**config.mk**
```make
export PLATFORM = sky130hd
export DESIGN_NAME = TrianglePrepTop
export DESIGN_NICKNAME = d
export VERILOG_FILES = /design/src/rtl/RasterPkg.sv /design/src/rtl/FloatToFixed.sv /design/src/rtl/SpanColorInterpolator.sv /design/src/rtl/TriangleParamBuffer.sv /design/src/rtl/TrianglePrepTop.sv /design/src/rtl/TriangleStreamF2XConverter.sv /design/src/rtl/ValueDelay.sv
export VERILOG_INCLUDE_DIRS = /design/src /design/src/include
export SDC_FILE = /design/constraint.sdc
export NUM_CORES = 1
export LEC_CHECK = 0
export BUFFER_PORTS_ARGS = -buffer_cell sky130_fd_sc_hd__buf_2
export CAP_MARGIN = 30
export CORE_MARGIN = 1
export CORE_UTILIZATION = 40
export CTS_BUF_LIST = sky130_fd_sc_hd__clkbuf_8
export DETAILED_ROUTE_END_ITERATION = 10
export HOLD_SLACK_MARGIN = 0.08
export PLACE_DENSITY = 0.57
export REMOVE_ABC_BUFFERS = 1
export SETUP_SLACK_MARGIN = 0.1
export SYNTH_ARGS = -nofsm -noshare
export SYNTH_HDL_FRONTEND = slang
export SYNTH_SLANG_ARGS = --single-unit
```
**constraint.sdc**
```tcl
create_clock -name aclk -period 7.1 [get_ports aclk]
set_input_delay 0.71 -clock aclk [delete_from_list [all_inputs] [get_ports aclk]]
set_output_delay 0.71 -clock aclk [all_outputs]
set_load 0.005 [all_outputs]
```
**src/include/TriangleStreamDefs.svh**
```systemverilog
// Triangle stream word positions
// Included inside a module body, one name per word of the 49-word triangle

// Header and bounding box
localparam int TRIANGLE_STREAM_RESERVED      = 0;
localparam int TRIANGLE_STREAM_BB_START      = 1;
localparam int TRIANGLE_STREAM_BB_END        = 2;

// Edge functions
localparam int TRIANGLE_STREAM_INC_W0        = 3;
localparam int TRIANGLE_STREAM_INC_W1        = 4;
localparam int TRIANGLE_STREAM_INC_W2        = 5;
localparam int TRIANGLE_STREAM_INC_W0_X      = 6;
localparam int TRIANGLE_STREAM_INC_W1_X      = 7;
localparam int TRIANGLE_STREAM_INC_W2_X      = 8;
localparam int TRIANGLE_STREAM_INC_W0_Y      = 9;
localparam int TRIANGLE_STREAM_INC_W1_Y      = 10;
localparam int TRIANGLE_STREAM_INC_W2_Y      = 11;

// Colour starts, then x and y increments
localparam int TRIANGLE_STREAM_INC_COLOR_R   = 12;
localparam int TRIANGLE_STREAM_INC_COLOR_G   = 13;
localparam int TRIANGLE_STREAM_INC_COLOR_B   = 14;
localparam int TRIANGLE_STREAM_INC_COLOR_A   = 15;
localparam int TRIANGLE_STREAM_INC_COLOR_R_X = 16;
localparam int TRIANGLE_STREAM_INC_COLOR_G_X = 17;
localparam int TRIANGLE_STREAM_INC_COLOR_B_X = 18;
localparam int TRIANGLE_STREAM_INC_COLOR_A_X = 19;
localparam int TRIANGLE_STREAM_INC_COLOR_R_Y = 20;
localparam int TRIANGLE_STREAM_INC_COLOR_G_Y = 21;
localparam int TRIANGLE_STREAM_INC_COLOR_B_Y = 22;
localparam int TRIANGLE_STREAM_INC_COLOR_A_Y = 23;

// Depth
localparam int TRIANGLE_STREAM_INC_DEPTH_W   = 24;
localparam int TRIANGLE_STREAM_INC_DEPTH_W_X = 25;
localparam int TRIANGLE_STREAM_INC_DEPTH_W_Y = 26;
localparam int TRIANGLE_STREAM_INC_DEPTH_Z   = 27;
localparam int TRIANGLE_STREAM_INC_DEPTH_Z_X = 28;
localparam int TRIANGLE_STREAM_INC_DEPTH_Z_Y = 29;

// Texture units 0 and 1
localparam int TRIANGLE_STREAM_INC_TEX0_S    = 30;
localparam int TRIANGLE_STREAM_INC_TEX0_T    = 31;
localparam int TRIANGLE_STREAM_INC_TEX0_Q    = 32;
localparam int TRIANGLE_STREAM_INC_TEX0_S_X  = 33;
localparam int TRIANGLE_STREAM_INC_TEX0_T_X  = 34;
localparam int TRIANGLE_STREAM_INC_TEX0_Q_X  = 35;
localparam int TRIANGLE_STREAM_INC_TEX0_S_Y  = 36;
localparam int TRIANGLE_STREAM_INC_TEX0_T_Y  = 37;
localparam int TRIANGLE_STREAM_INC_TEX0_Q_Y  = 38;
localparam int TRIANGLE_STREAM_INC_TEX1_S    = 39;
localparam int TRIANGLE_STREAM_INC_TEX1_T    = 40;
localparam int TRIANGLE_STREAM_INC_TEX1_Q    = 41;
localparam int TRIANGLE_STREAM_INC_TEX1_S_X  = 42;
localparam int TRIANGLE_STREAM_INC_TEX1_T_X  = 43;
localparam int TRIANGLE_STREAM_INC_TEX1_Q_X  = 44;
localparam int TRIANGLE_STREAM_INC_TEX1_S_Y  = 45;
localparam int TRIANGLE_STREAM_INC_TEX1_T_Y  = 46;
localparam int TRIANGLE_STREAM_INC_TEX1_Q_Y  = 47;
localparam int TRIANGLE_STREAM_PADDING_1     = 48;

```
**src/rtl/RasterPkg.sv**
```systemverilog
// Raster package
// Stream geometry, fixed-point scale offsets and the structs shared by
// the triangle setup front end
package RasterPkg;

    localparam int STREAM_WIDTH         = 32;
    localparam int TRIANGLE_STREAM_SIZE = 49;
    localparam int INDEX_WIDTH          = 6;

    // Colour channel order inside the parameter and pixel arrays
    localparam int NUM_CHANNELS = 4;
    localparam int CH_R         = 0;
    localparam int CH_G         = 1;
    localparam int CH_B         = 2;
    localparam int CH_A         = 3;

    typedef logic signed [7:0] shiftT;

    // Binary point per parameter class, applied as value * 2^(-shift)
    localparam shiftT COLOR_SHIFT   = -8'sd24;
    localparam shiftT DEPTH_SHIFT   = -8'sd30;
    localparam shiftT TEXTURE_SHIFT = -8'sd28;
    localparam shiftT NULL_SHIFT    = 8'sd0;

    typedef struct packed {
        logic                    valid;
        logic                    last;
        logic [INDEX_WIDTH-1:0]  index;
        logic [STREAM_WIDTH-1:0] data;
    } streamWordT;

    typedef struct packed {
        logic [NUM_CHANNELS-1:0][STREAM_WIDTH-1:0] start;
        logic [NUM_CHANNELS-1:0][STREAM_WIDTH-1:0] incX;
    } colorParamsT;

    typedef struct packed {
        logic [STREAM_WIDTH-1:0] r;
        logic [STREAM_WIDTH-1:0] g;
        logic [STREAM_WIDTH-1:0] b;
        logic [STREAM_WIDTH-1:0] a;
    } pixelColorT;

endpackage

```
**src/rtl/FloatToFixed.sv**
```systemverilog
`timescale 1ns/1ps
// Float to fixed converter
// Turns an IEEE single into a signed 32-bit fixed value scaled by
// 2^(-offset), truncating toward zero and saturating on overflow
// Two register stages
module FloatToFixed (
    input  logic                               aclk,
    input  logic                               rstN,
    input  RasterPkg::shiftT                   offset,
    input  logic [RasterPkg::STREAM_WIDTH-1:0] floatIn,
    output logic [RasterPkg::STREAM_WIDTH-1:0] fixedOut
);
    import RasterPkg::*;

    typedef struct packed {
        logic sign;
        logic saturate;
    } flagsT;

    logic [7:0]              expField;
    logic [23:0]             mantissa;
    logic signed [9:0]       shiftAmount;
    logic [STREAM_WIDTH-1:0] magnitude;
    logic [STREAM_WIDTH-1:0] magnitudeReg;
    flagsT                   flags;
    flagsT                   flagsReg;

    assign expField = floatIn[30:23];
    assign mantissa = {1'b1, floatIn[22:0]};

    // Weight of the mantissa LSB after scaling, 150 = bias + 23 fraction bits
    assign shiftAmount = $signed({2'b00, expField}) - $signed(10'd150) - 10'(offset);

    always_comb
    begin
        flags.sign     = floatIn[31];
        flags.saturate = 1'b0;
        magnitude      = '0;
        if (expField == 8'd0)
        begin
            // Zero and denormals
            magnitude = '0;
        end
        else if (expField == 8'hFF || shiftAmount >= 10'sd8)
        begin
            // Hidden bit would land on bit 31 or above
            flags.saturate = 1'b1;
        end
        else if (shiftAmount >= 10'sd0)
        begin
            magnitude = {8'b0, mantissa} << shiftAmount[2:0];
        end
        else
        begin
            magnitude = {8'b0, mantissa} >> 10'(-shiftAmount);
        end
    end

    // Stage one
    always_ff @(posedge aclk)
    begin
        magnitudeReg <= magnitude;
    end

    ValueDelay #(
        .payloadType(flagsT),
        .DELAY(1)
    ) flagDelay (
        .aclk(aclk),
        .rstN(rstN),
        .in(flags),
        .out(flagsReg)
    );

    // Stage two applies sign and clamps to the signed limits
    always_ff @(posedge aclk)
    begin
        if (flagsReg.saturate)
        begin
            fixedOut <= flagsReg.sign ? 32'h8000_0000 : 32'h7FFF_FFFF;
        end
        else
        begin
            fixedOut <= flagsReg.sign ? -magnitudeReg : magnitudeReg;
        end
    end

endmodule

```
**src/rtl/SpanColorInterpolator.sv**
```systemverilog
`timescale 1ns/1ps
// Span colour interpolator
// Walks one span of SPAN_LENGTH pixels, stepping RGBA by the x increments
// and emitting one fixed-point colour per cycle
module SpanColorInterpolator #(
    parameter int SPAN_LENGTH = 8
) (
    input  logic                   aclk,
    input  logic                   rstN,
    input  logic                   paramsValid,
    input  RasterPkg::colorParamsT colorParams,
    output logic                   pixelValid,
    output logic                   pixelLast,
    output RasterPkg::pixelColorT  pixelColor
);
    import RasterPkg::*;

    localparam int COUNT_WIDTH = (SPAN_LENGTH > 1) ? $clog2(SPAN_LENGTH) : 1;

    logic [COUNT_WIDTH-1:0]                    pixelIndex;
    logic [NUM_CHANNELS-1:0][STREAM_WIDTH-1:0] channelAcc;
    logic [NUM_CHANNELS-1:0][STREAM_WIDTH-1:0] channelInc;

    // A new parameter set restarts the span at pixel 0
    always_ff @(posedge aclk or negedge rstN)
    begin
        if (!rstN)
        begin
            pixelValid <= 1'b0;
            pixelLast  <= 1'b0;
            pixelIndex <= '0;
        end
        else if (paramsValid)
        begin
            pixelValid <= 1'b1;
            pixelLast  <= (SPAN_LENGTH == 1);
            pixelIndex <= '0;
        end
        else if (pixelValid)
        begin
            if (pixelLast)
            begin
                pixelValid <= 1'b0;
                pixelLast  <= 1'b0;
            end
            else
            begin
                pixelIndex <= pixelIndex + 1'b1;
                pixelLast  <= (int'(pixelIndex) == SPAN_LENGTH - 2);
            end
        end
    end

    // Channel accumulators wrap modulo 2^32
    always_ff @(posedge aclk)
    begin
        if (paramsValid)
        begin
            channelAcc <= colorParams.start;
            channelInc <= colorParams.incX;
        end
        else if (pixelValid && !pixelLast)
        begin
            for (int c = 0; c < NUM_CHANNELS; c++)
            begin
                channelAcc[c] <= channelAcc[c] + channelInc[c];
            end
        end
    end

    assign pixelColor.r = channelAcc[CH_R];
    assign pixelColor.g = channelAcc[CH_G];
    assign pixelColor.b = channelAcc[CH_B];
    assign pixelColor.a = channelAcc[CH_A];

    // Last flag is computed a cycle ahead of the count it must line up with
    lastWithValid: assert property (@(posedge aclk) disable iff (!rstN)
        pixelLast |-> pixelValid && int'(pixelIndex) == SPAN_LENGTH - 1);

endmodule

```
**src/rtl/TriangleParamBuffer.sv**
```systemverilog
`timescale 1ns/1ps
// Triangle parameter buffer
// Collects the colour starts and x increments of the converted triangle
// and hands the full set to the span stage on the last word
module TriangleParamBuffer (
    input  logic                   aclk,
    input  logic                   rstN,
    input  RasterPkg::streamWordT  convWord,
    output RasterPkg::colorParamsT colorParams,
    output logic                   paramsValid
);
    import RasterPkg::*;
    `include "TriangleStreamDefs.svh"

    colorParamsT paramStore;

    // Store written by word position
    always_ff @(posedge aclk)
    begin
        if (convWord.valid)
        begin
            case (int'(convWord.index))
                TRIANGLE_STREAM_INC_COLOR_R:   paramStore.start[CH_R] <= convWord.data;
                TRIANGLE_STREAM_INC_COLOR_G:   paramStore.start[CH_G] <= convWord.data;
                TRIANGLE_STREAM_INC_COLOR_B:   paramStore.start[CH_B] <= convWord.data;
                TRIANGLE_STREAM_INC_COLOR_A:   paramStore.start[CH_A] <= convWord.data;
                TRIANGLE_STREAM_INC_COLOR_R_X: paramStore.incX[CH_R]  <= convWord.data;
                TRIANGLE_STREAM_INC_COLOR_G_X: paramStore.incX[CH_G]  <= convWord.data;
                TRIANGLE_STREAM_INC_COLOR_B_X: paramStore.incX[CH_B]  <= convWord.data;
                TRIANGLE_STREAM_INC_COLOR_A_X: paramStore.incX[CH_A]  <= convWord.data;
                default: ;
            endcase
        end
        // Last word is padding, so the store is complete here
        if (convWord.valid && convWord.last)
        begin
            colorParams <= paramStore;
        end
    end

    always_ff @(posedge aclk or negedge rstN)
    begin
        if (!rstN)
        begin
            paramsValid <= 1'b0;
        end
        else
        begin
            paramsValid <= convWord.valid && convWord.last;
        end
    end

    // Converter index and upstream framing must agree
    lastAtEnd: assert property (@(posedge aclk) disable iff (!rstN)
        (convWord.valid && convWord.last) |-> int'(convWord.index) == TRIANGLE_STREAM_SIZE - 1);

endmodule

```
**src/rtl/TrianglePrepTop.sv**
```systemverilog
`timescale 1ns/1ps
// Triangle setup front end
// Converter, parameter buffer and span interpolator in a straight chain
module TrianglePrepTop #(
    parameter int SPAN_LENGTH = 8
) (
    input  logic                               aclk,
    input  logic                               rstN,
    input  logic                               streamValid,
    input  logic                               streamLast,
    input  logic [RasterPkg::STREAM_WIDTH-1:0] streamData,
    output logic                               pixelValid,
    output logic                               pixelLast,
    output RasterPkg::pixelColorT              pixelColor
);
    import RasterPkg::*;

    streamWordT  convWord;
    colorParamsT colorParams;
    logic        paramsValid;

    TriangleStreamF2XConverter converter (
        .aclk(aclk),
        .rstN(rstN),
        .streamValid(streamValid),
        .streamLast(streamLast),
        .streamData(streamData),
        .convWord(convWord)
    );

    TriangleParamBuffer paramBuffer (
        .aclk(aclk),
        .rstN(rstN),
        .convWord(convWord),
        .colorParams(colorParams),
        .paramsValid(paramsValid)
    );

    SpanColorInterpolator #(
        .SPAN_LENGTH(SPAN_LENGTH)
    ) interpolator (
        .aclk(aclk),
        .rstN(rstN),
        .paramsValid(paramsValid),
        .colorParams(colorParams),
        .pixelValid(pixelValid),
        .pixelLast(pixelLast),
        .pixelColor(pixelColor)
    );

endmodule

```
**src/rtl/TriangleStreamF2XConverter.sv**
```systemverilog
`timescale 1ns/1ps
// Triangle stream converter
// Tracks the word position in the triangle stream, converts colour, depth
// and texture words to fixed point and passes all other words unchanged
// Fully pipelined, a word shows up on convWord three edges after sampling
module TriangleStreamF2XConverter (
    input  logic                               aclk,
    input  logic                               rstN,
    input  logic                               streamValid,
    input  logic                               streamLast,
    input  logic [RasterPkg::STREAM_WIDTH-1:0] streamData,
    output RasterPkg::streamWordT              convWord
);
    import RasterPkg::*;
    `include "TriangleStreamDefs.svh"

    typedef struct packed {
        logic  convert;
        shiftT shift;
    } lutEntryT;

    typedef struct packed {
        logic                    valid;
        logic                    last;
        logic [INDEX_WIDTH-1:0]  index;
        logic [STREAM_WIDTH-1:0] data;
        logic                    convert;
    } delayWordT;

    function automatic lutEntryT buildEntry(input int idx);
        lutEntryT entry;
        entry.convert = 1'b1;
        entry.shift   = NULL_SHIFT;
        if (idx inside {[TRIANGLE_STREAM_INC_COLOR_R : TRIANGLE_STREAM_INC_COLOR_A_Y]})
            entry.shift = COLOR_SHIFT;
        else if (idx inside {[TRIANGLE_STREAM_INC_DEPTH_W : TRIANGLE_STREAM_INC_DEPTH_Z_Y]})
            entry.shift = DEPTH_SHIFT;
        else if (idx inside {[TRIANGLE_STREAM_INC_TEX0_S : TRIANGLE_STREAM_INC_TEX1_Q_Y]})
            entry.shift = TEXTURE_SHIFT;
        else
            entry.convert = 1'b0;
        return entry;
    endfunction

    logic [INDEX_WIDTH-1:0]  wordIndex;
    lutEntryT                convertLut [TRIANGLE_STREAM_SIZE];
    lutEntryT                currentEntry;
    logic [STREAM_WIDTH-1:0] floatReg;
    shiftT                   offsetReg;
    logic [STREAM_WIDTH-1:0] fixedData;
    delayWordT               delayIn;
    delayWordT               delayOut;

    // Convert-or-bypass table, one entry per word position
    for (genvar i = 0; i < TRIANGLE_STREAM_SIZE; i++)
    begin : gLut
        assign convertLut[i] = buildEntry(i);
    end

    assign currentEntry = convertLut[wordIndex];

    always_ff @(posedge aclk or negedge rstN)
    begin
        if (!rstN)
        begin
            wordIndex <= '0;
        end
        else if (streamValid)
        begin
            wordIndex <= streamLast ? '0 : wordIndex + 1'b1;
        end
    end

    // Lookup stage feeding the converter
    always_ff @(posedge aclk)
    begin
        floatReg  <= streamData;
        offsetReg <= currentEntry.shift;
    end

    FloatToFixed convert (
        .aclk(aclk),
        .rstN(rstN),
        .offset(offsetReg),
        .floatIn(floatReg),
        .fixedOut(fixedData)
    );

    // Raw word and routing bit travel alongside the converter
    assign delayIn = '{
        valid:   streamValid,
        last:    streamLast,
        index:   wordIndex,
        data:    streamData,
        convert: currentEntry.convert
    };

    ValueDelay #(
        .payloadType(delayWordT),
        .DELAY(3)
    ) bypassDelay (
        .aclk(aclk),
        .rstN(rstN),
        .in(delayIn),
        .out(delayOut)
    );

    always_ff @(posedge aclk or negedge rstN)
    begin
        if (!rstN)
        begin
            convWord <= '0;
        end
        else
        begin
            convWord.valid <= delayOut.valid;
            convWord.last  <= delayOut.last;
            convWord.index <= delayOut.index;
            convWord.data  <= delayOut.convert ? fixedData : delayOut.data;
        end
    end

    // A triangle must end with last before the index runs past the table
    indexInRange: assert property (@(posedge aclk) disable iff (!rstN)
        int'(wordIndex) < TRIANGLE_STREAM_SIZE);

endmodule

```
**src/rtl/ValueDelay.sv**
```systemverilog
`timescale 1ns/1ps
// Value delay line
// Shifts any packed payload through DELAY register stages
module ValueDelay #(
    parameter type payloadType = logic,
    parameter int  DELAY       = 1
) (
    input  logic       aclk,
    input  logic       rstN,
    input  payloadType in,
    output payloadType out
);

    payloadType stages [DELAY];

    always_ff @(posedge aclk or negedge rstN)
    begin
        if (!rstN)
        begin
            // All-zero payload keeps any valid field inactive
            for (int i = 0; i < DELAY; i++)
            begin
                stages[i] <= '0;
            end
        end
        else
        begin
            stages[0] <= in;
            for (int i = 1; i < DELAY; i++)
            begin
                stages[i] <= stages[i-1];
            end
        end
    end

    assign out = stages[DELAY-1];

    delayPositive: assert property (@(posedge aclk) DELAY >= 1);

endmodule
```
=== Word-level counts from Yosys, hierarchy flattened ===
Memory sizes are Yosys's and may differ from the RTL's.
Cells that the tools add are included.

* Register bits: 1049
* Bits in latches: 0
* RAM bits: 0
* Bits in read-only memories: 576
* Input port bits: 36
* Word-level logic and storage cells: 120
* Memories kept: 1

* Add/sub/neg operators: 10
* Multiply operators: 0
* Divide/modulo/power cells: 0
* Order comparisons: 3
* Eq/ne operators: 11
* Shift operators: 2
* Mux-type cells: 21
* Bitwise logic cells: 1
* Reductions and logical operators: 17

{| class="wikitable"
|+ Memory list
! memory !! words !! width !! read ports !! clocked after memory_dff !! wr ports !! line !! RTL
|-
| (no name shown) || 64 || 9 || 1 || 0 || 0 || TriangleStreamF2XConverter.sv:60 || <nowiki>assign currentEntry = convertLut[wordIndex];</nowiki>
|}

{| class="wikitable"
|+ Operators by type and width
! kind !! number
|-
| 128-bit two-way mux || 2
|-
| 32-bit two-way mux || 5
|-
| 32-bit adder || 4
|-
| 32-bit negation || 1
|-
| 24-bit by 3-bit left shift with 32-bit output || 1
|-
| 24-bit by 10-bit right shift with 32-bit output || 1
|-
| 6-bit by 4-bit equality test with 1-bit output, second input constant || 4
|-
| 6-bit by 5-bit equality test with 1-bit output, second input constant || 4
|-
| 9-bit two-way mux || 2
|-
| 2-bit AND reduction || 9
|-
| 10-bit by 1-bit >= comparator with 1-bit output, second input constant || 1
|-
| 10-bit by 5-bit >= comparator with 1-bit output, second input constant || 1
|-
| 10-bit negation || 1
|-
| 9-bit by 8-bit subtractor with 10-bit output || 1
|-
| 3-bit two-way mux || 3
|-
| 8-bit by 8-bit subtractor with 9-bit output, second input constant || 1
|-
| 8-bit equality test, second input constant || 1
|-
| 8-bit logical NOT || 1
|-
| 1-bit two-way mux || 8
|-
| 7-bit >= comparator, second input constant || 1
|-
| 6-bit inverter with 7-bit output || 1
|-
| 6-bit by 1-bit adder with 6-bit output, second input constant || 1
|-
| 6-bit two-way mux || 1
|-
| 2-bit nonzero test || 2
|-
| other kinds (7) || 8
|}

=== Depth between registers and ports, before layout ===
Gate-level depths: netlist of run 1.

* Depth in word-level cells: 6
* Mapped depth: 15

=== Hierarchy ===
A second synthesis of run 1 with hierarchy kept.

* Cells, all modules: 3069
* Area, all modules: 42793.5 um^2

{| class="wikitable"
|+ Modules (own cells, without submodules)
! module !! instances !! cells each !! area an instance (um^2) !! seq. area each (um^2)
|-
| SpanColorInterpolator || 1 || 1553 || 16241.8 || 7812.5
|-
| TriangleParamBuffer || 1 || 528 || 15516.1 || 15399.8
|-
| FloatToFixed || 1 || 669 || 5124.9 || 1261.2
|-
| ValueDelay (converter.bypassDelay) || 1 || 164 || 3385.7 || 3078.0
|-
| TriangleStreamF2XConverter || 1 || 153 || 2474.9 || 1871.8
|-
| ValueDelay (converter.convert.flagDelay) || 1 || 2 || 50.0 || 50.0
|}

=== Worst setup path before layout of run 1 ===
OpenSTA, ideal clock, no wires.

* Kind: flip-flop to flip-flop
* Start: register paramBuffer.paramsValid
* End: register interpolator.channelAcc (netlist bit interpolator.pixelColor[0]) (enable)
* Setup time: 0.492 ns
* Arrival: 6.470 ns
* Required time: 6.608 ns
* Path slack: 0.138 ns
* Stages on the path, launching flop included: 5
* Path buffers: 2
* Period minus slack after synthesis: 6.962 ns
* Cell sequence: dfrtp_1 > clkbuf_1 > clkinv_1 > clkbuf_1 > nand2_1

* Cells in the longest elaborated chain, start to end: 1

{| class="wikitable"
|+ Ends and longest elaborated chain
! element !! line !! RTL
|-
| from (decl) || TriangleParamBuffer.sv:10 || <nowiki>output logic paramsValid</nowiki>
|-
| from (signal assigned) || TriangleParamBuffer.sv:49 || <nowiki>paramsValid <= convWord.valid && convWord.last;</nowiki>
|-
| 2-bit nonzero test (no line) || -- ||
|-
| to (signal assigned) || SpanColorInterpolator.sv:59 || <nowiki>channelAcc <= colorParams.start;</nowiki>
|-
| to (signal, indexed assignment) || SpanColorInterpolator.sv:66 || <nowiki>channelAcc[c] <= channelAcc[c] + channelInc[c];</nowiki>
|-
| to (decl) || SpanColorInterpolator.sv:21 || <nowiki>logic [NUM_CHANNELS-1:0][STREAM_WIDTH-1:0] channelAcc;</nowiki>
|}

Every way passes these cells.
A chain may end at the register's enable or synchronous reset.

=== Worst setup path in the final report of run 1 ===
* Start: register converter.floatReg[24]
* End: register converter.convert.magnitudeReg[3]

* Cells in the longest elaborated chain, start to end: 5
* Elaborated cells between the ends (all ways): 12
* Those cells by class: 3 x add/sub; 2 x order compare; 1 x eq/ne; 2 x shift; 1 x mux; 3 x reduce/logical

{| class="wikitable"
|+ Ends and longest elaborated chain
! element !! line !! RTL
|-
| from (decl) || TriangleStreamF2XConverter.sv:48 || <nowiki>logic [STREAM_WIDTH-1:0] floatReg;</nowiki>
|-
| from (signal assigned) || TriangleStreamF2XConverter.sv:77 || <nowiki>floatReg <= streamData;</nowiki>
|-
| 8-bit by 8-bit subtractor with 9-bit output || FloatToFixed.sv:32 || <nowiki>assign shiftAmount = $signed({2'b00, expField}) - $signed(10'd150) - 10'(offset);</nowiki>
|-
| 9-bit by 8-bit subtractor with 10-bit output || FloatToFixed.sv:32 ||
|-
| 10-bit negation / 10-bit by 5-bit >= comparator with 1-bit output (equally long branches) || FloatToFixed.sv:55, FloatToFixed.sv:44 ||
|-
| 24-bit by 10-bit right shift with 32-bit output / 1-bit logical OR (equally long branches) || FloatToFixed.sv:55, FloatToFixed.sv:44 ||
|-
| 32-bit two-way mux / 2-bit OR reduction (equally long branches) || -- ||
|-
| to (signal assigned) || FloatToFixed.sv:62 || <nowiki>magnitudeReg <= magnitude;</nowiki>
|-
| to (decl) || FloatToFixed.sv:24 || <nowiki>logic [STREAM_WIDTH-1:0] magnitudeReg;</nowiki>
|}

Parallel ways exist; a longest one is shown, timed or not.

==> impl_metrics.env, run 1 <==
export IMPL_outcome="complete, no violations"
export IMPL_synth_seq_cells=1044
export IMPL_path_clk_slew_ps=60
export IMPL_setup_viol=0
export IMPL_cts_buffers=173
export IMPL_finalCriticalPeriod_ps=4174
export IMPL_wirelength_um=88230
export IMPL_die_h_um=323.2
export IMPL_seq_area_frac_synth_pct=71.41
export IMPL_fmax_mhz=239.6
export IMPL_crit_arrival_ps=4900
export IMPL_port_buffers=165
export IMPL_cts_buffer_depth=3
export IMPL_vias=23560
export IMPL_maxCapViolations=0
export IMPL_tightest_slew_ps=998.7
export IMPL_routabilityCongestion=0.8888
export IMPL_final_net_count=3319
export IMPL_start_util_pct=40.45
export IMPL_wl_per_cell_um=18.96
export IMPL_synth_cells=2808
export IMPL_fillCellCount=8902
export IMPL_place_ws_ps=2964
export IMPL_crit_path_start_kind="flop"
export IMPL_grt_overflow=0
export IMPL_die_w_um=323.2
export IMPL_cts_resized=0
export IMPL_drtIter0Drc=1414
export IMPL_required_ps=7830
export IMPL_io_pins=166
export IMPL_synth_cell_type_count=88
export IMPL_grt_pass1_vias=24100
export IMPL_r2r_cells=10
export IMPL_clkSinkCount=1044
export IMPL_cp_end_kind="flop"
export IMPL_fin_setup_tns_ps=0
export IMPL_htree_levels=4
export IMPL_post_route_period_util_pct=58.78
export IMPL_rsz0062_at_grt="no"
export IMPL_maxSlewHeadroom_pct=33.42
export IMPL_hold_path_class="flop to flop"
export IMPL_grt_max_degree=187
export IMPL_setup_ws_ps=2926
export IMPL_grt_pass1_wl_um=136500
export IMPL_dp_hpwl_um=62400
export IMPL_core_area_um2=102000
export IMPL_netlist_area_um2=41270
export IMPL_power_leakage_nw=18.10
export IMPL_drive_above_1_share_pct=16.57
export IMPL_syn_area_per_cell_um2=14.70
export IMPL_final_hold_violation_count=0
export IMPL_clk_insertion_delay_late_ps=820
export IMPL_layout_cells_most_common="edfxtp_1"
export IMPL_criticalPathCategory="flop to flop"
export IMPL_ys_async_sr_fraction_pct=16.95
export IMPL_powerDensity_nw_per_um2=363.8
export IMPL_cts_setup_buffers=0
export IMPL_drc=0
export IMPL_peakVddDrop_mv=0.2010
export IMPL_synthFlopType="edfxtp_1"
export IMPL_firstDrtPassIters=5
export IMPL_antenna_found_initial=8
export IMPL_final_cell_mix="edfxtp_1, nand2_1, o21ai_0, clkbuf_8, dfrtp_1"
export IMPL_rows=117
export IMPL_hold_depth=0
export IMPL_grtUsageTotal_pct=17.12
export IMPL_yosys_warnings=0
export IMPL_cts_tree="done"
export IMPL_synth_edf_count=768
export IMPL_syn_to_final_growth_pct=15.36
export IMPL_totalPowerFinal_mw=17.32
export IMPL_cts_root_buf="clkbuf_8"
export IMPL_fin_skew_ps=34.06
export IMPL_dieArea_um2=104500
export IMPL_via_per_inst=5.064
export IMPL_antenna_left=0
export IMPL_drv_slew=0
export IMPL_critPathMaxFanout=28
export IMPL_final_util_pct=46.66
## cell families (layout without fill, tap and decap cells)
group | after synthesis | after routing | synth area share (%)
AOI/OAI and AO/OA | 626 | 626 | 9.592
xor gates and xnor gates | 128 | 128 | 2.734
adders and majority gates | 143 | 143 | 4.426
buffers and inverters | 144 | 619 | 1.334
DFF | 1044 | 1044 | 71.41
muxes | 109 | 109 | 3.398
other | 0 | 2 | 0
and+or+nand+nor | 614 | 614 | 7.106
## power by group
| group | switching [mW] | total (mW) | internal (mW) | leakage, nW |
|---|---|---|---|---|
| registers | 0.464 | 7.85 | 7.38 | 10.2 |
| clock network | 2.34 | 4.89 | 2.55 | 1.89 |
| logic | 2.66 | 4.58 | 1.92 | 5.99 |
| total | 5.47 | 17.3 | 11.9 | 18.1 |
## cell type report
cell class                 instances  area [µm²]  share of cell area (%)
tap                             1368        1712                   3.595
multi-input combinational       1620       11320                   23.79
inverter                          66       247.7                  0.5203
clock buffer                     186        2560                   5.377
clock inverter                   132       711.9                   1.495
timing repair buffer             235        1573                   3.303
sequential                      1044       29480                   61.91
antenna                            2       5.005                 0.01051
## synth_stat cells, drive strengths merged, types with 18 or more instances
cell      n  area [µm²]
ha      138        1727
dfxtp    99        1982
o21a     18       135.1
clkbuf   62       232.7
nor3     36       180.2
o21ai   189       957.2
nand2b   24       150.1
xor2     69       611.8
a211oi   30       225.2
a21o     68       510.5
mux2     49       551.8
nor2b    29       181.4
o22ai    22       137.6
mux4     20       450.4
edfxtp  768       23060
nand2   220       833.3
dfrtp   177        4429
nand3    29       145.1
xnor2    59       516.8
a21oi   154       782.0
nor2    162       613.1
mux2i    40       400.4
inv      65       244.0
o31ai    27       216.5
o211ai   19       142.6
## worst paths after layout
check / startpoint / slack (ps) / end
worst max-delay path: converter.floatReg[24] / 2930 / converter.convert.magnitudeReg[3]
worst min-delay path: converter.floatReg[31] / 330 / converter.convert.flagDelay.out[1]
worst max register to register: converter.floatReg[24] / 2930 / converter.convert.magnitudeReg[3]
worst min register to register: converter.floatReg[31] / 330 / converter.convert.flagDelay.out[1]
max in group asynchronous: rstN / 5240 / paramBuffer.paramsValid
min in group asynchronous: rstN / 490 / converter.bypassDelay.out[24]
## routing by layer
metal / wire length, µm / GRT usage [%] / up-vias
met3: 5065 / 4.345 / 171
met5: 13 / 0 / -
met4: 2548 / 7.088 / 2
met2: 42710 / 28.02 / 636
met1: 37900 / 21.60 / 11460
li1: - / - / 11290
## critical path: stages (launching register included)
cell and delay (ps):
dfxtp_1 360, ha_1 330, inv_1 60, fa_1 390, xor2_1 470, nand2_1 150
nor4b_1 510, o211ai_1 200, or4_1 900, or3b_2 620, o211ai_1 90
## repair_timing
item                       4_1_cts  5_1_grt
hold buffers                    35        0
setup endpoints to repair        0        0
hold endpoints to repair       137        0
## through the flow
stage / instances / hold slack, ps / instance area, µm²
floorplan: 2730 / 316.3 / 40970
global placement: 4290 / 330.3 / 43820
detailed placement: 4296 / 328.5 / 43940
CTS: 4649 / 336.4 / 47560
global route: 4652 / 340.6 / 47610
finish: 4653 / 334.1 / 47610
## sequential cells by signal, summed over array words and instances (netlist names), 2 cells and up
signal	flops
paramBuffer.colorParams	256
paramBuffer.paramStore	256
interpolator.channelInc	128
interpolator.pixelColor	128
converter.bypassDelay.stages	82
converter.bypassDelay.out	41
converter.convWord	40
converter.convert.fixedOut	32
converter.floatReg	32
converter.convert.magnitudeReg	31
converter.wordIndex	6
converter.offsetReg	4
interpolator.pixelIndex	3
converter.convert.flagDelay.out	2
Power figures use the tool's default switching activity.
==> run 2: changes to the inputs <==
==> constraint.sdc (replaced) <==
create_clock -name aclk -period 3.5 [get_ports aclk]
set_input_delay 0.35 -clock aclk [delete_from_list [all_inputs] [get_ports aclk]]
set_output_delay 0.35 -clock aclk [all_outputs]
set_load 0.005 [all_outputs]
==> impl_metrics.env, run 2 (same netlist as run 1, synthesis figures left out) <==
export IMPL_outcome="complete, no violations"
export IMPL_path_delay_family="simple AND/OR/NAND/NOR gates"
export IMPL_place_ws_ps=-114.3
export IMPL_start_util_pct=40.45
export IMPL_cp_slowest_cell="or4_4"
export IMPL_tightest_slew_ps=1013
export IMPL_r2r_cells=13
export IMPL_crit_buf_inv=2
export IMPL_cts_buffer_depth=3
export IMPL_final_net_count=3403
export IMPL_crit_cells=13
export IMPL_drive_above_1_share_pct=19.86
export IMPL_path_clk_slew_ps=60
export IMPL_drc=0
export IMPL_routabilityCongestion=0.9066
export IMPL_post_route_period_util_pct=95.55
export IMPL_powerDensity_nw_per_um2=743.7
export IMPL_cp_end_kind="flop"
export IMPL_clkSinkCount=1044
export IMPL_critPathMaxFanout=5
export IMPL_grt_pass1_vias=24500
export IMPL_die_w_um=323.2
export IMPL_rows=117
export IMPL_dp_hpwl_um=62510
export IMPL_crit_path_start_kind="flop"
export IMPL_peakVddDrop_mv=0.3623
export IMPL_vias=23920
export IMPL_rsz0062_at_grt="yes"
export IMPL_cts_buffers=170
export IMPL_fin_setup_tns_ps=0
export IMPL_firstDrtPassIters=5
export IMPL_fin_skew_ps=43.98
export IMPL_drtIter0Drc=1324
export IMPL_grt_pass1_wl_um=135200
export IMPL_hold_path_class="primary input to async pin"
export IMPL_wl_per_cell_um=18.73
export IMPL_layout_cells_most_common="edfxtp_1"
export IMPL_grtUsageTotal_pct=16.96
export IMPL_final_util_pct=47.59
export IMPL_htree_levels=4
export IMPL_clk_insertion_delay_late_ps=820
export IMPL_criticalPathCategory="flop to flop"
export IMPL_cts_root_buf="clkbuf_8"
export IMPL_critPathMaxStageDelay_ps=540
export IMPL_final_cell_mix="edfxtp_1, nand2_1, o21ai_0, clkbuf_8, dfrtp_1"
export IMPL_finalCriticalPeriod_ps=3344
export IMPL_port_buffers=165
export IMPL_setup_ws_ps=155.8
export IMPL_io_pins=166
export IMPL_grt_max_degree=134
export IMPL_die_h_um=323.2
export IMPL_maxCapViolations=0
export IMPL_grt_overflow=0
export IMPL_antenna_found_initial=4
export IMPL_cts_tree="done"
export IMPL_dieArea_um2=104500
export IMPL_syn_to_final_growth_pct=17.65
export IMPL_final_hold_violation_count=0
export IMPL_required_ps=4170
export IMPL_fmax_mhz=299.0
export IMPL_power_leakage_nw=18.58
export IMPL_wirelength_um=88580
export IMPL_antenna_left=0
export IMPL_drv_slew=0
export IMPL_setup_viol=0
export IMPL_crit_chain="ha_1, xnor2_1, ha_1, buf_4, xor2_1, nand2_1, or4_4, and3_2, o2111ai_2, nor3_2, buf_4, a31oi_1, o22ai_1"
export IMPL_maxSlewHeadroom_pct=32.50
export IMPL_via_per_inst=5.058
export IMPL_core_area_um2=102000
export IMPL_crit_arrival_ps=4020
[run 2: what timing repair did]
| action | in CTS | in global routing |
|---|---|---|
| resized for setup | 8 | 46 |
| setup buffers | 0 | 7 |
| hold endpoints to repair | 171 | 0 |
| hold buffers | 37 | 0 |
| setup endpoints to repair | 11 | 49 |
| pin swaps | 0 | 24 |
[run 2: layout make-up]
type                            count  area (µm²)
Fill cell                        8931       53480
Sequential cell                  1044       29480
Multi-Input combinational cell   1620       11540
Clock buffer                      181        2491
Timing Repair Buffer              322        2232
Tap cell                         1368        1712
Clock inverter                    125       845.8
Inverter                           66       247.7
Antenna cell                        4       10.01
[run 2: path summary, 6_finish.rpt]
check	from	endpoint	slack, ps
max in group asynchronous	rstN	converter.convWord[34]	2360
min	rstN	converter.bypassDelay.stages[108]	160
max reg2reg	converter.floatReg[25]	converter.convert.magnitudeReg[5]	160
max	converter.floatReg[25]	converter.convert.magnitudeReg[5]	160
min reg2reg	converter.bypassDelay.stages[66]	converter.bypassDelay.out[25]	340
min in group aclk	streamData[25]	converter.floatReg[25]	180
[run 2: through the flow]
stage | instance area (µm²) | power (mW) | hold slack (ps) | cells
4_1_cts | 48300 | 36.32 | 80.46 | 4719
5_1_grt | 48550 | 38.21 | 115.2 | 4727
2_1_floorplan | 40970 | 22.20 | 54.41 | 2730
3_5_place_dp | 44560 | 25.84 | 334.7 | 4376
3_3_place_gp | 44550 | 25.48 | 332.5 | 4374
6_report | 48560 | 36.11 | 155.6 | 4730
[run 2: where the power goes]
part	total (mW)	leakage [nW]	switching, mW	internal (mW)
logic	9.93	6.45	5.62	4.31
clock network	10.2	1.92	4.74	5.49
registers	15.9	10.2	0.969	15.0
[run 2: layer usage]
layer,wire [µm],vias to the layer above,track usage [%]
li1,-,11470,-
met1,38530,11590,21.33
met2,42020,660,27.63
met3,4817,204,4.038
met4,3206,0,7.962
met5,0,-,0
[run 2: worst register-to-register path, delay by kind of cell, from the launching register on]
kind                     cells  cell delay, ps
AO/OA/AOI/OAI                3             630
buffers and inverters        2             330
AND/OR/NAND/NOR              4             980
flip-flops                   1             360
XOR/XNOR                     2             420
adder cells (fa/ha/maj)      2             480
